==> src/hdl/i2c_pkg.sv <==
package i2c_pkg;

    typedef logic [6:0] dev_addr_t;   // 7-bit slave address, not shifted
    typedef logic [7:0] byte_t;
    typedef logic [7:0] step_t;       // quarter-bit step within one operation
    typedef logic [2:0] bit_idx_t;    // bit of a byte, msb first on the bus

    typedef enum logic [1:0] {
        op_idle,
        op_write,
        op_read
    } op_t;

    // one bus action per quarter-bit step
    typedef enum logic [3:0] {
        act_none,
        act_sda_low,
        act_sda_high,
        act_scl_low,
        act_scl_high,
        act_load_dev_wr,   // the four loads also pull scl low
        act_load_dev_rd,
        act_load_reg,
        act_load_data,
        act_drive_bit,
        act_release,
        act_sample,        // releases sda as well
        act_capture        // scl low, received byte to output
    } act_t;

    // transmit byte slot: 8 bits of 4 steps, then ack and the closing load
    localparam step_t tx_slot_len     = 8'd36;
    localparam step_t slot_dev_start  = 8'd2;
    localparam step_t slot_reg_start  = 8'd38;
    localparam step_t slot_data_start = 8'd74;   // write only
    localparam step_t slot_rd_start   = 8'd78;   // read address after repeated start

    // receive window of a read
    localparam step_t rx_start        = 8'd115;
    localparam step_t rx_capture      = 8'd145;

    localparam step_t write_last_step = 8'd113;
    localparam step_t read_last_step  = 8'd153;

endpackage

==> src/hdl/i2c_step_decode.sv <==
`timescale 1ns/1ps

module i2c_step_decode (
    input  logic               sclk,
    input  logic               nrst,
    input  logic               tick,
    input  logic               write_trigger,
    input  logic               read_trigger,
    output i2c_pkg::op_t       op,
    output i2c_pkg::act_t      act,
    output i2c_pkg::bit_idx_t  bit_idx,
    output logic               step_last
);
    import i2c_pkg::*;

    step_t step;
    step_t rel;      // offset inside the current byte slot
    logic  at_last;

    function automatic logic in_slot(input step_t s, input step_t start);
        return (s >= start) && ((s - start) < tx_slot_len);
    endfunction

    // bit, ack, then whatever closes the slot
    function automatic act_t tx_slot_act(input step_t r, input act_t close_act);
        act_t a;
        a = act_none;
        if (r < 8'd32) begin
            case (r[1:0])
                2'd0:    a = act_drive_bit;
                2'd1:    a = act_scl_high;
                2'd3:    a = act_scl_low;
                default: a = act_none;
            endcase
        end else if (r == 8'd32) begin
            a = act_release;   // slave ack slot, not checked
        end else if (r == 8'd33) begin
            a = act_scl_high;
        end else if (r == tx_slot_len - 8'd1) begin
            a = close_act;
        end
        return a;
    endfunction

    function automatic act_t rx_slot_act(input step_t r);
        act_t a;
        case (r[1:0])
            2'd0:    a = act_scl_high;
            2'd1:    a = act_sample;
            2'd2:    a = (r[4:2] == 3'd7) ? act_capture : act_scl_low;
            default: a = act_none;
        endcase
        return a;
    endfunction

    assign at_last = (op == op_write && step == write_last_step) ||
                     (op == op_read && step == read_last_step);
    assign step_last = tick && at_last;

    always_ff @(posedge sclk or negedge nrst) begin
        if (!nrst) begin
            op   <= op_idle;
            step <= '0;
        end else if (op == op_idle) begin
            step <= '0;
            if (write_trigger ^ read_trigger)   // both at once is ignored
                op <= write_trigger ? op_write : op_read;
        end else if (tick) begin
            if (at_last) begin
                op   <= op_idle;
                step <= '0;
            end else begin
                step <= step + 8'd1;
            end
        end
    end

    always_comb begin
        rel = '0;
        act = act_none;
        if (op != op_idle && in_slot(step, slot_dev_start)) begin
            rel = step - slot_dev_start;
            act = tx_slot_act(rel, act_load_reg);
        end else if (op == op_write && in_slot(step, slot_reg_start)) begin
            rel = step - slot_reg_start;
            act = tx_slot_act(rel, act_load_data);
        end else if (op == op_write && in_slot(step, slot_data_start)) begin
            rel = step - slot_data_start;
            act = tx_slot_act(rel, act_scl_low);
        end else if (op == op_read && in_slot(step, slot_reg_start)) begin
            rel = step - slot_reg_start;
            act = tx_slot_act(rel, act_scl_low);
        end else if (op == op_read && in_slot(step, slot_rd_start)) begin
            rel = step - slot_rd_start;
            act = tx_slot_act(rel, act_scl_low);
        end else if (op == op_read && step >= rx_start && step <= rx_capture) begin
            rel = step - rx_start;
            act = rx_slot_act(rel);
        end else if (op == op_write) begin
            case (step)
                8'd0:    act = act_sda_low;       // start
                8'd1:    act = act_load_dev_wr;
                8'd110:  act = act_sda_low;       // stop
                8'd111:  act = act_scl_high;
                8'd112:  act = act_sda_high;
                default: act = act_none;
            endcase
        end else if (op == op_read) begin
            case (step)
                8'd0:    act = act_sda_low;
                8'd1:    act = act_load_dev_wr;
                8'd74:   act = act_sda_high;      // repeated start
                8'd75:   act = act_scl_high;
                8'd76:   act = act_sda_low;
                8'd77:   act = act_load_dev_rd;
                8'd146:  act = act_sda_high;      // master nack
                8'd147:  act = act_scl_high;
                8'd149:  act = act_scl_low;
                8'd150:  act = act_sda_low;       // stop
                8'd151:  act = act_scl_high;
                8'd152:  act = act_sda_high;
                default: act = act_none;
            endcase
        end
    end

    assign bit_idx = 3'd7 - rel[4:2];

endmodule

==> config.mk <==
export PLATFORM = sky130hd
export DESIGN_NAME = i2c_step_decode
export DESIGN_NICKNAME = d
export VERILOG_FILES = /design/src/hdl/i2c_pkg.sv /design/src/hdl/i2c_step_decode.sv
export SDC_FILE = /design/constraint.sdc
export NUM_CORES = 1
export LEC_CHECK = 0
export BUFFER_PORTS_ARGS = -buffer_cell sky130_fd_sc_hd__buf_2
export CAP_MARGIN = 15
export CORE_UTILIZATION = 35
export CTS_CLUSTER_DIAMETER = 80
export DETAILED_ROUTE_END_ITERATION = 16
export HOLD_SLACK_MARGIN = 0.03
export PLACE_DENSITY_LB_ADDON = 0.12
export SETUP_SLACK_MARGIN = 0.2
export SKIP_CTS_REPAIR_TIMING = 1
export SYNTH_ARGS = -nofsm -noshare
export SYNTH_HDL_FRONTEND = slang
export SYNTH_SLANG_ARGS = --single-unit
==> constraint.sdc <==
create_clock -name sclk -period 7.5 [get_ports sclk]
set_input_delay 1.125 -clock sclk [delete_from_list [all_inputs] [get_ports sclk]]
set_output_delay 1.125 -clock sclk [all_outputs]
set_load 0.01 [all_outputs]
==> results of run 1 <==
[final timing paths]
| path | slack (ns) | to | cells after the start | start |
|---|---|---|---|---|
| max | 2.13 | act[1] | 10 | step[2] |
| min | 0.64 | op[0] | 2 | op[0] |
| max reg2reg | 4.71 | step[3] | 7 | step[4] |
| min reg2reg | 0.64 | op[0] | 2 | op[0] |
| max in group asynchronous | 6.56 | step[1] | 1 | nrst |
| min in group asynchronous | 0.75 | op[0] | 1 | nrst |
[sequential cells by signal, summed over array words and instances (netlist names)]
register	flops
op	2
step	8
[cell usage in the layout, fill, tap and decap left out, types with 4 or more instances in the layout]
master	n
o22ai_1	6
a21oi_1	19
a21o_1	4
o21ai_0	16
ha_1	10
dfrtp_1	10
and2_1	5
nand2_1	26
xnor2_1	10
nor3_1	14
nand4_1	6
nand2b_1	11
nor2_1	32
buf_2	14
inv_1	14
o31ai_1	7
a31oi_1	6
nand3_1	15
a22oi_1	7
nand3b_1	4
a211oi_1	5
nor2b_1	9
[worst max-delay path, delay by kind of cell, from the launching register on]
kind / cells / cell delay (ns)
AOI/OAI and AO/OA: 4 / 0.98
buffers and inverters: 2 / 0.43
adders and majority gates: 1 / 0.74
and+or+nand+nor: 3 / 0.82
DFF: 1 / 1.02
[through the flow]
stage / cells / worst slack [ns] / cell area [um2] / utilization, % / power [mW]
3_5_place_dp: 438 / 2.54 / 2560 / 37.2 / 0.975
4_1_cts: 441 / 2.30 / 2600 / 37.8 / 1.03
5_1_grt: 441 / 1.82 / 2600 / 37.8 / 1.14
3_3_place_gp: 438 / 2.64 / 2560 / 37.2 / 0.982
6_report: 441 / 2.13 / 2600 / 37.8 / 1.05
2_1_floorplan: 358 / 3.19 / 2510 / - / 0.789
[cells by family after synthesis]
logic type                 share of synthesized area, %
adders and majority gates                          5.83
and+or+nand+nor                                    31.9
buffers and inverters                              9.02
xor gates and xnor gates                           4.19
AOI/OAI and AO/OA                                  37.8
muxes                                              1.25
DFF                                                9.97
[power by group through the flow]
stage                     clock [mW]  sequential [mW]  combinational (mW)
after CTS                     0.0548            0.133               0.845
after global placement             0            0.133               0.849
after detailed placement           0            0.134               0.841
after global routing          0.0570            0.143               0.937
after floorplan                    0           0.0804               0.709
final                         0.0528            0.136               0.863
[routing by layer]
layer  track usage [%]  up-vias  part of all wire (%)  routed length (um)
met5                 0        -                     0                   0
met4              5.91        0                   2.0                 177
met3              2.76       16                   6.7                 579
met2              37.4      142                    45                3860
met1              33.8     1340                    47                4020
li1                  -     1336                     -                   -
[layout make-up]
cell class              count  area (um2)
clock buffers               3        41.3
fillers                   735        4270
inverters                  16        60.1
multi-input cells         299        2030
flip-flops and latches     10         250
well taps                  96         120
repair buffers             17        92.6
==> results_dict.tcl, run 1 <==
set metrics [dict create \
    status "complete, no violations" \
    core_area_um2 6870 \
    cts_max_level 1 \
    slew_headroom_pct 30.3 \
    path_max_fanout 33 \
    drc 0 \
    die_w_um 86.7 \
    crit_type "reg2out" \
    cp-start-kind "flop" \
    dp_hpwl_um 6070 \
    drt_iter0_drc 404 \
    clock-skew-final_ns 0.000389 \
    p_int_uw 432 \
    clkPwrFrac_pct 5.0 \
    cts_tree "yes" \
    synth-warning-count 0 \
    max_cap_viol_count 0 \
    worst_slew_pin_slew_ns 1.04 \
    grt_usage_pct 23.6 \
    finalSetupViolCount 0 \
    setup_tns_ns 0 \
    nets 362 \
    grt_pass1_vias 2603 \
    synth_nets 373 \
    first_pass_iters 5 \
    grt_start_max_net_pins 37 \
    power.switching_uw 620 \
    arrival_ns 4.24 \
    synth.distinct_cells 84 \
    hold_violations 0 \
    synth_area_per_cell_um2 7.01 \
    wl_per_cell_um 19.6 \
    leakage_nw 0.940 \
    clk_path_buf_depth 2 \
    drt-total-wl_um 8640 \
    finalMaxSlewViolations 0 \
    synth_seq_cells 10 \
    place.gp.congestion 0.889 \
    fin_crit_ns 5.37 \
    hold_path_class "reg2reg" \
    synth_area_leaders "dfrtp_1 10%, ha_1 5.0%, nor2_1 4.8%" \
    ios 15 \
    p_seq_share_pct 12.9 \
    cp_data_required_time_ns 6.38 \
    num_vias 2834 \
    crit_chain "inv_1 -> ha_1 -> or2b_1 -> o21ai_0 -> a22oi_1 -> a311o_1 -> nand2_1 -> or3_1 -> a41oi_1 -> buf_2" \
    yosys.cell_count.top_type "nor2_1" \
    synth_common_cells "32 x nor2_1, 26 x nand2_1, 19 x a21oi_1, 16 x o21ai_0, 15 x nand3_1" \
    drive_gt1_share_pct 10.4 \
    grt_antenna_before_repair 0 \
    root_buffer "clkbuf_8" \
    cts.sinks 10 \
    fmax_mhz 186 \
    area_growth_pct 3.49 \
    die_h_um 86.7 \
    powerDensity_nw_per_um2 405 \
    clk_pin_slew_ns 0.04 \
    netlist.area_leader.share_pct 9.97 \
    synth_top_flop_cell "dfrtp_1" \
    rsz0062_at_grt "false" \
    clk_latency_ns 0.23 \
    antenna_left 0 \
    grt_pass1_wl_um 14000 \
    async_flop_share_pct 100 \
    synth_cells 358 \
    synth_edf_count 0 \
    start_util_pct 36.6 \
    grt_overflow 0 \
    synth_area_um2 2510 \
    vias_per_cell 6.43 \
    dieArea_um2 7520 \
    crit_path_end_kind "output pin" \
    worst_path_max_delay_cell "dfrtp_1" \
    io_buffers 14 \
    rows 30 \
    p_comb_share_pct 82.1 \
    yosysTopAreaCell "dfrtp_1" \
    finalCritPeriodShare_pct 71.6 \
    slowest_delay_ns 1.02 \
    cts_made_buffers 3 \
    synth-seq-area-share_pct 9.97 \
    peakVddDrop_mv 0.239 \
    antennaDiodeCount 0 \
    hold_ws_ns 0.635 \
    switching_share_pct 58.9 \
]
Note: power is estimated with default switching activity, not from simulation.
==> run 2, diff against run 1 <==
==> constraint.sdc (replaced) <==
create_clock -name sclk -period 5.3 [get_ports sclk]
set_input_delay 0.795 -clock sclk [delete_from_list [all_inputs] [get_ports sclk]]
set_output_delay 0.795 -clock sclk [all_outputs]
set_load 0.01 [all_outputs]
==> results_dict.tcl, run 2 (synthesis results as in run 1) <==
set metrics [dict create \
    clk_path_buf_depth 2 \
    drc 0 \
    crit_type "reg2out" \
    worst_path_max_delay_cell "ha_1" \
    grt_pass1_wl_um 14000 \
    max_cap_viol_count 0 \
    peakVddDrop_mv 0.258 \
    powerDensity_nw_per_um2 576 \
    rsz0062_at_grt "false" \
    clock-skew-final_ns 0.00251 \
    layout_commonest_cell "nor2_1" \
    hold_violations 0 \
    busiest_layer "met2" \
    root_buffer "clkbuf_8" \
    cts_max_level 1 \
    dieArea_um2 7520 \
    antennaDiodeCount 0 \
    dp_hpwl_um 6170 \
    largest_register_ffs 8 \
    finalSetupViolCount 0 \
    cts.sinks 10 \
    slowest_delay_ns 0.68 \
    total_power_mw 1.51 \
    place.gp.congestion 0.964 \
    final_cell_mix "32 x nor2_1, 26 x nand2_1, 19 x a21oi_1, 16 x o21ai_0, 15 x nand3_1" \
    cts_tree "yes" \
    worst_slew_pin_slew_ns 0.716 \
    wl_per_cell_um 19.4 \
    fmax_mhz 225 \
    die_h_um 86.7 \
    cp-start-kind "flop" \
    cp_num_cells 10 \
    leakage_nw 0.957 \
    crit_chain "inv_1 -> ha_1 -> or2b_1 -> o21ai_0 -> a22oi_1 -> a311o_1 -> nand2_1 -> or3_1 -> a41oi_1 -> buf_2" \
    rr_worst_depth 6 \
    rows 30 \
    num_vias 2888 \
    reg2reg_to "step[7]" \
    largest_register "step" \
    arrival_ns 3.64 \
    num-fill-cells 745 \
    use_met1_pct 33.2 \
    reg_top3 "step (8), op (2)" \
    drive_gt1_share_pct 11.2 \
    cts_made_buffers 3 \
    finalMaxSlewViolations 0 \
    clk_pin_slew_ns 0.05 \
    area_growth_pct 4.63 \
    grt_util_met2_pct 36.9 \
    finalCritPeriodShare_pct 83.7 \
    fin_crit_ns 4.44 \
    clk_latency_ns 0.24 \
    crit_path_end_kind "output pin" \
    io_buffers 14 \
    grt_overflow 0 \
    cpLargestDelayFamily "compound AO/OA/AOI/OAI gates" \
    slew_headroom_pct 52.2 \
    setup_tns_ns 0 \
    status "complete, no violations" \
    antenna_left 0 \
    nets 364 \
    path_buf_inv 2 \
    core_area_um2 6870 \
    grt_pass1_vias 2601 \
    r2r_slack_ns 2.69 \
    grt_usage_pct 23.7 \
    ios 15 \
    first_pass_iters 5 \
    drt_iter0_drc 331 \
    rr_startpoint "op[0]" \
    start_util_pct 36.6 \
    path_max_fanout 18 \
    grt_start_max_net_pins 37 \
    die_w_um 86.7 \
    grt_antenna_before_repair 0 \
    cp_data_required_time_ns 4.51 \
    hold_path_class "in2async" \
    vias_per_cell 6.50 \
    drt-total-wl_um 8600 \
    use_met3_pct 3.71 \
]
## run 2: cell count changes in the layout (fill, tap and decap cells not counted), sizes merged
cell    before  now
clkbuf       3    4
buf         17   19
## run 2: how the worst max path moves through the flow
stage / from / end / slack, ns
final: step[1] / act[1] / 0.86
after global routing: step[1] / act[1] / 0.57
after CTS: step[1] / bit_idx[2] / 0.89
after global placement: step[1] / bit_idx[2] / 1.24
after floorplan: step[1] / act[2] / 1.32
after detailed placement: step[1] / bit_idx[2] / 1.17
## run 2: cell type report
cell class / instances / area [um2] / share of cell area, %
Multi-Input combinational cell: 299 / 2030 / 77.4
Clock buffer: 4 / 55.1 / 2.10
Sequential cell: 10 / 250 / 9.52
Tap cell: 96 / 120 / 4.57
Inverter: 16 / 60.1 / 2.29
Timing Repair Buffer: 19 / 108 / 4.10
## run 2: power by group
group	internal, mW	switching, mW
clock network	0.0655	0.0318
registers	0.0939	0.0521
logic	0.478	0.792
total	0.637	0.876
## run 2: per-layer routing
layer  vias to the layer above  share of wire [%]
li1                       1347                  -
met1                      1380                 46
met2                       136                 44
met3                        25                6.4
met4                         0                3.0
met5                         -                  0
## run 2: metrics by stage
step / std cells / utilization [%] / worst slack (ns) / area, um2 / hold WS (ns)
floorplan: 358 / - / 1.32 / 2510 / 0.499
global placement: 440 / 37.4 / 1.24 / 2570 / 0.612
detailed placement: 440 / 37.4 / 1.17 / 2570 / 0.629
CTS: 444 / 38.3 / 0.893 / 2630 / 0.416
global route: 444 / 38.3 / 0.567 / 2630 / 0.418
finish: 444 / 38.3 / 0.862 / 2630 / 0.410
==> run 3, diff against run 2 <==
--- a/config.mk
+++ b/config.mk
@@ -5,6 +5,7 @@
 export SDC_FILE = /design/constraint.sdc
 export NUM_CORES = 1
 export LEC_CHECK = 0
+export ABC_AREA = 1
 export BUFFER_PORTS_ARGS = -buffer_cell sky130_fd_sc_hd__buf_2
 export CAP_MARGIN = 15
 export CORE_UTILIZATION = 35
==> constraint.sdc (replaced) <==
create_clock -name sclk -period 4.12 [get_ports sclk]
set_input_delay 0.618 -clock sclk [delete_from_list [all_inputs] [get_ports sclk]]
set_output_delay 0.618 -clock sclk [all_outputs]
set_load 0.01 [all_outputs]
==> results_dict.tcl, run 3 <==
set metrics [dict create \
    synth_cells 440 \
    max_cap_viol_count 0 \
    worst_path_max_delay_cell "dfrtp_1" \
    area_growth_pct 7.89 \
    synth-warning-count 0 \
    ios 15 \
    powerDensity_nw_per_um2 532 \
    synth_edf_count 0 \
    path_max_fanout 11 \
    synth_area_leaders "nand2_1 26%, nand3_1 12%, dfrtp_1 11%" \
    clock-skew-final_ns 0.00285 \
    final_cell_mix "158 x nand2_1, 60 x nor2_1, 55 x nand3_1, 45 x inv_1, 20 x a21oi_1" \
    peakVddDrop_mv 0.368 \
    rsz0062_at_grt "false" \
    synth.distinct_cells 29 \
    synth_nets 455 \
    antenna_left 0 \
    cp-start-kind "flop" \
    antennaDiodeCount 0 \
    start_util_pct 37.1 \
    status "complete, no violations" \
    yosysTopAreaCell "nand2_1" \
    drc 0 \
    synth-seq-area-share_pct 11.1 \
    synth_common_cells "158 x nand2_1, 60 x nor2_1, 55 x nand3_1, 45 x inv_1, 20 x a21oi_1" \
    first_pass_iters 5 \
    drt-total-wl_um 8100 \
    hold_ws_ns 0.233 \
    slew_headroom_pct 59.6 \
    drt_iter0_drc 361 \
    die_w_um 82.2 \
    clk_path_buf_depth 2 \
    grt_antenna_before_repair 0 \
    finalMaxSlewViolations 0 \
    setup_tns_ns 0 \
    netlist.area_leader.share_pct 26.3 \
    finalCritPeriodShare_pct 86.5 \
    fmax_mhz 281 \
    crit_path_frequent_cell "nand2_1" \
    largest_register_ffs 8 \
    leakage_nw 1.33 \
    yosys.cell_count.top_type "nand2_1" \
    arrival_ns 2.95 \
    grt_overflow 0 \
    use_met1_pct 34.5 \
    grt_util_met2_pct 44.9 \
    hold_violations 0 \
    hold_path_class "in2async" \
    nets 465 \
    grt_pass1_vias 2640 \
    async_flop_share_pct 100 \
    crit_type "reg2out" \
    fin_crit_ns 3.56 \
    root_buffer "clkbuf_8" \
    synth_area_per_cell_um2 5.12 \
    core_area_um2 6060 \
    use_met3_pct 3.30 \
    vias_per_cell 5.42 \
    grt_start_max_net_pins 17 \
    grt_usage_pct 26.2 \
    crit_chain "inv_1 -> ha_1 -> inv_1 -> nand2_1 -> nand2_1 -> inv_1 -> nor2_1 -> nand2_1 -> nand2_1 -> nand4_2 -> inv_1 -> nand2_1 -> nand3_1 -> nand2_1 -> nand3_1 -> nand2_1 -> buf_2" \
    drive_gt1_share_pct 9.13 \
    clk_pin_slew_ns 0.05 \
    reg_top3 "step (8), op (2)" \
    worst_slew_pin_slew_ns 0.606 \
    io_buffers 14 \
    die_h_um 82.2 \
    fin_util_pct 40.1 \
    dieArea_um2 6760 \
    cts.sinks 10 \
    synth_area_um2 2250 \
    busiest_layer "met2" \
    grt_pass1_wl_um 13200 \
    place.gp.congestion 0.922 \
    cts_max_level 1 \
    cts_tree "yes" \
    synth_top_flop_cell "dfrtp_1" \
    dp_hpwl_um 6520 \
    largest_register "step" \
    crit_path_end_kind "output pin" \
    wl_per_cell_um 15.5 \
    synth_seq_cells 10 \
    finalSetupViolCount 0 \
    clk_latency_ns 0.23 \
    num_vias 2842 \
    layout_commonest_cell "nand2_1" \
    rr_worst_depth 11 \
    cp_data_required_time_ns 3.50 \
    cts_made_buffers 3 \
    rows 28 \
    slowest_delay_ns 0.54 \
]
==> run 3: cell count changes after synthesis, sizes merged, moves of 9 or more <==
cell / before / now
buf: 19 / 8
clkbuf: 14 / 4
inv: 14 / 51
nand2: 26 / 161
nand2b: 11 / 0
nand3: 15 / 56
nand4: 6 / 15
nor2: 32 / 67
nor2b: 9 / 0
xnor2: 10 / 0
==> run 3: where the power goes <==
group | internal [mW] | switching (mW) | leakage, nW
logic | 0.294 | 0.681 | 1.17
registers | 0.124 | 0.0708 | 0.131
clock network | 0.0840 | 0.0384 | 0.0288
total | 0.502 | 0.790 | 1.33
==> run 3: routing by layer <==
metal  up-vias  part of all wire (%)
met2       116                    47
met4         0                   1.6
met5         -                     0
li1       1439                     -
met1      1273                    44
met3        14                   7.5
==> run 3: per-stage QoR <==
step	cells	instance area [um2]	total power, mW	setup slack [ns]
2_1_floorplan	440	2250	0.867	1.39
3_3_place_gp	520	2370	1.15	0.846
3_5_place_dp	520	2370	1.15	0.876
4_1_cts	524	2430	1.27	0.618
5_1_grt	524	2430	1.42	0.232
6_report	524	2430	1.29	0.555
==> run 3: area by class of cell <==
class / count / area [um2]
Inverter: 52 / 195
Clock buffer: 4 / 55.1
Sequential cell: 10 / 250
Multi-Input combinational cell: 366 / 1740
Tap cell: 75 / 93.8
Fill cell: 684 / 3630
Timing Repair Buffer: 17 / 92.6
==> run 3: critical path: cells and delay by family (launching register included) <==
kind	cells	cell delay (ns)
buffers and inverters	5	0.74
DFF	1	0.54
and+or+nand+nor	11	1.14
adders and majority gates	1	0.29
==> run 3: final timing paths <==
check	slack, ns	end	start
setup / recovery	0.56	bit_idx[1]	step[1]
hold / removal	0.23	step[3]	nrst
setup reg to reg	1.84	op[0]	step[1]
hold reg to reg	0.56	op[1]	op[1]
max in group asynchronous	3.70	step[2]	nrst
min in group sclk	0.56	op[1]	op[1]
==> run 3: cells by family after synthesis <==
family,after synthesis,share of synthesized area (%)
and+or+nand+nor,308,59.3
buffers and inverters,64,11.5
AOI/OAI and AO/OA,42,10.2
adders and majority gates,10,5.56
DFF,10,11.1
xor gates and xnor gates,6,2.33
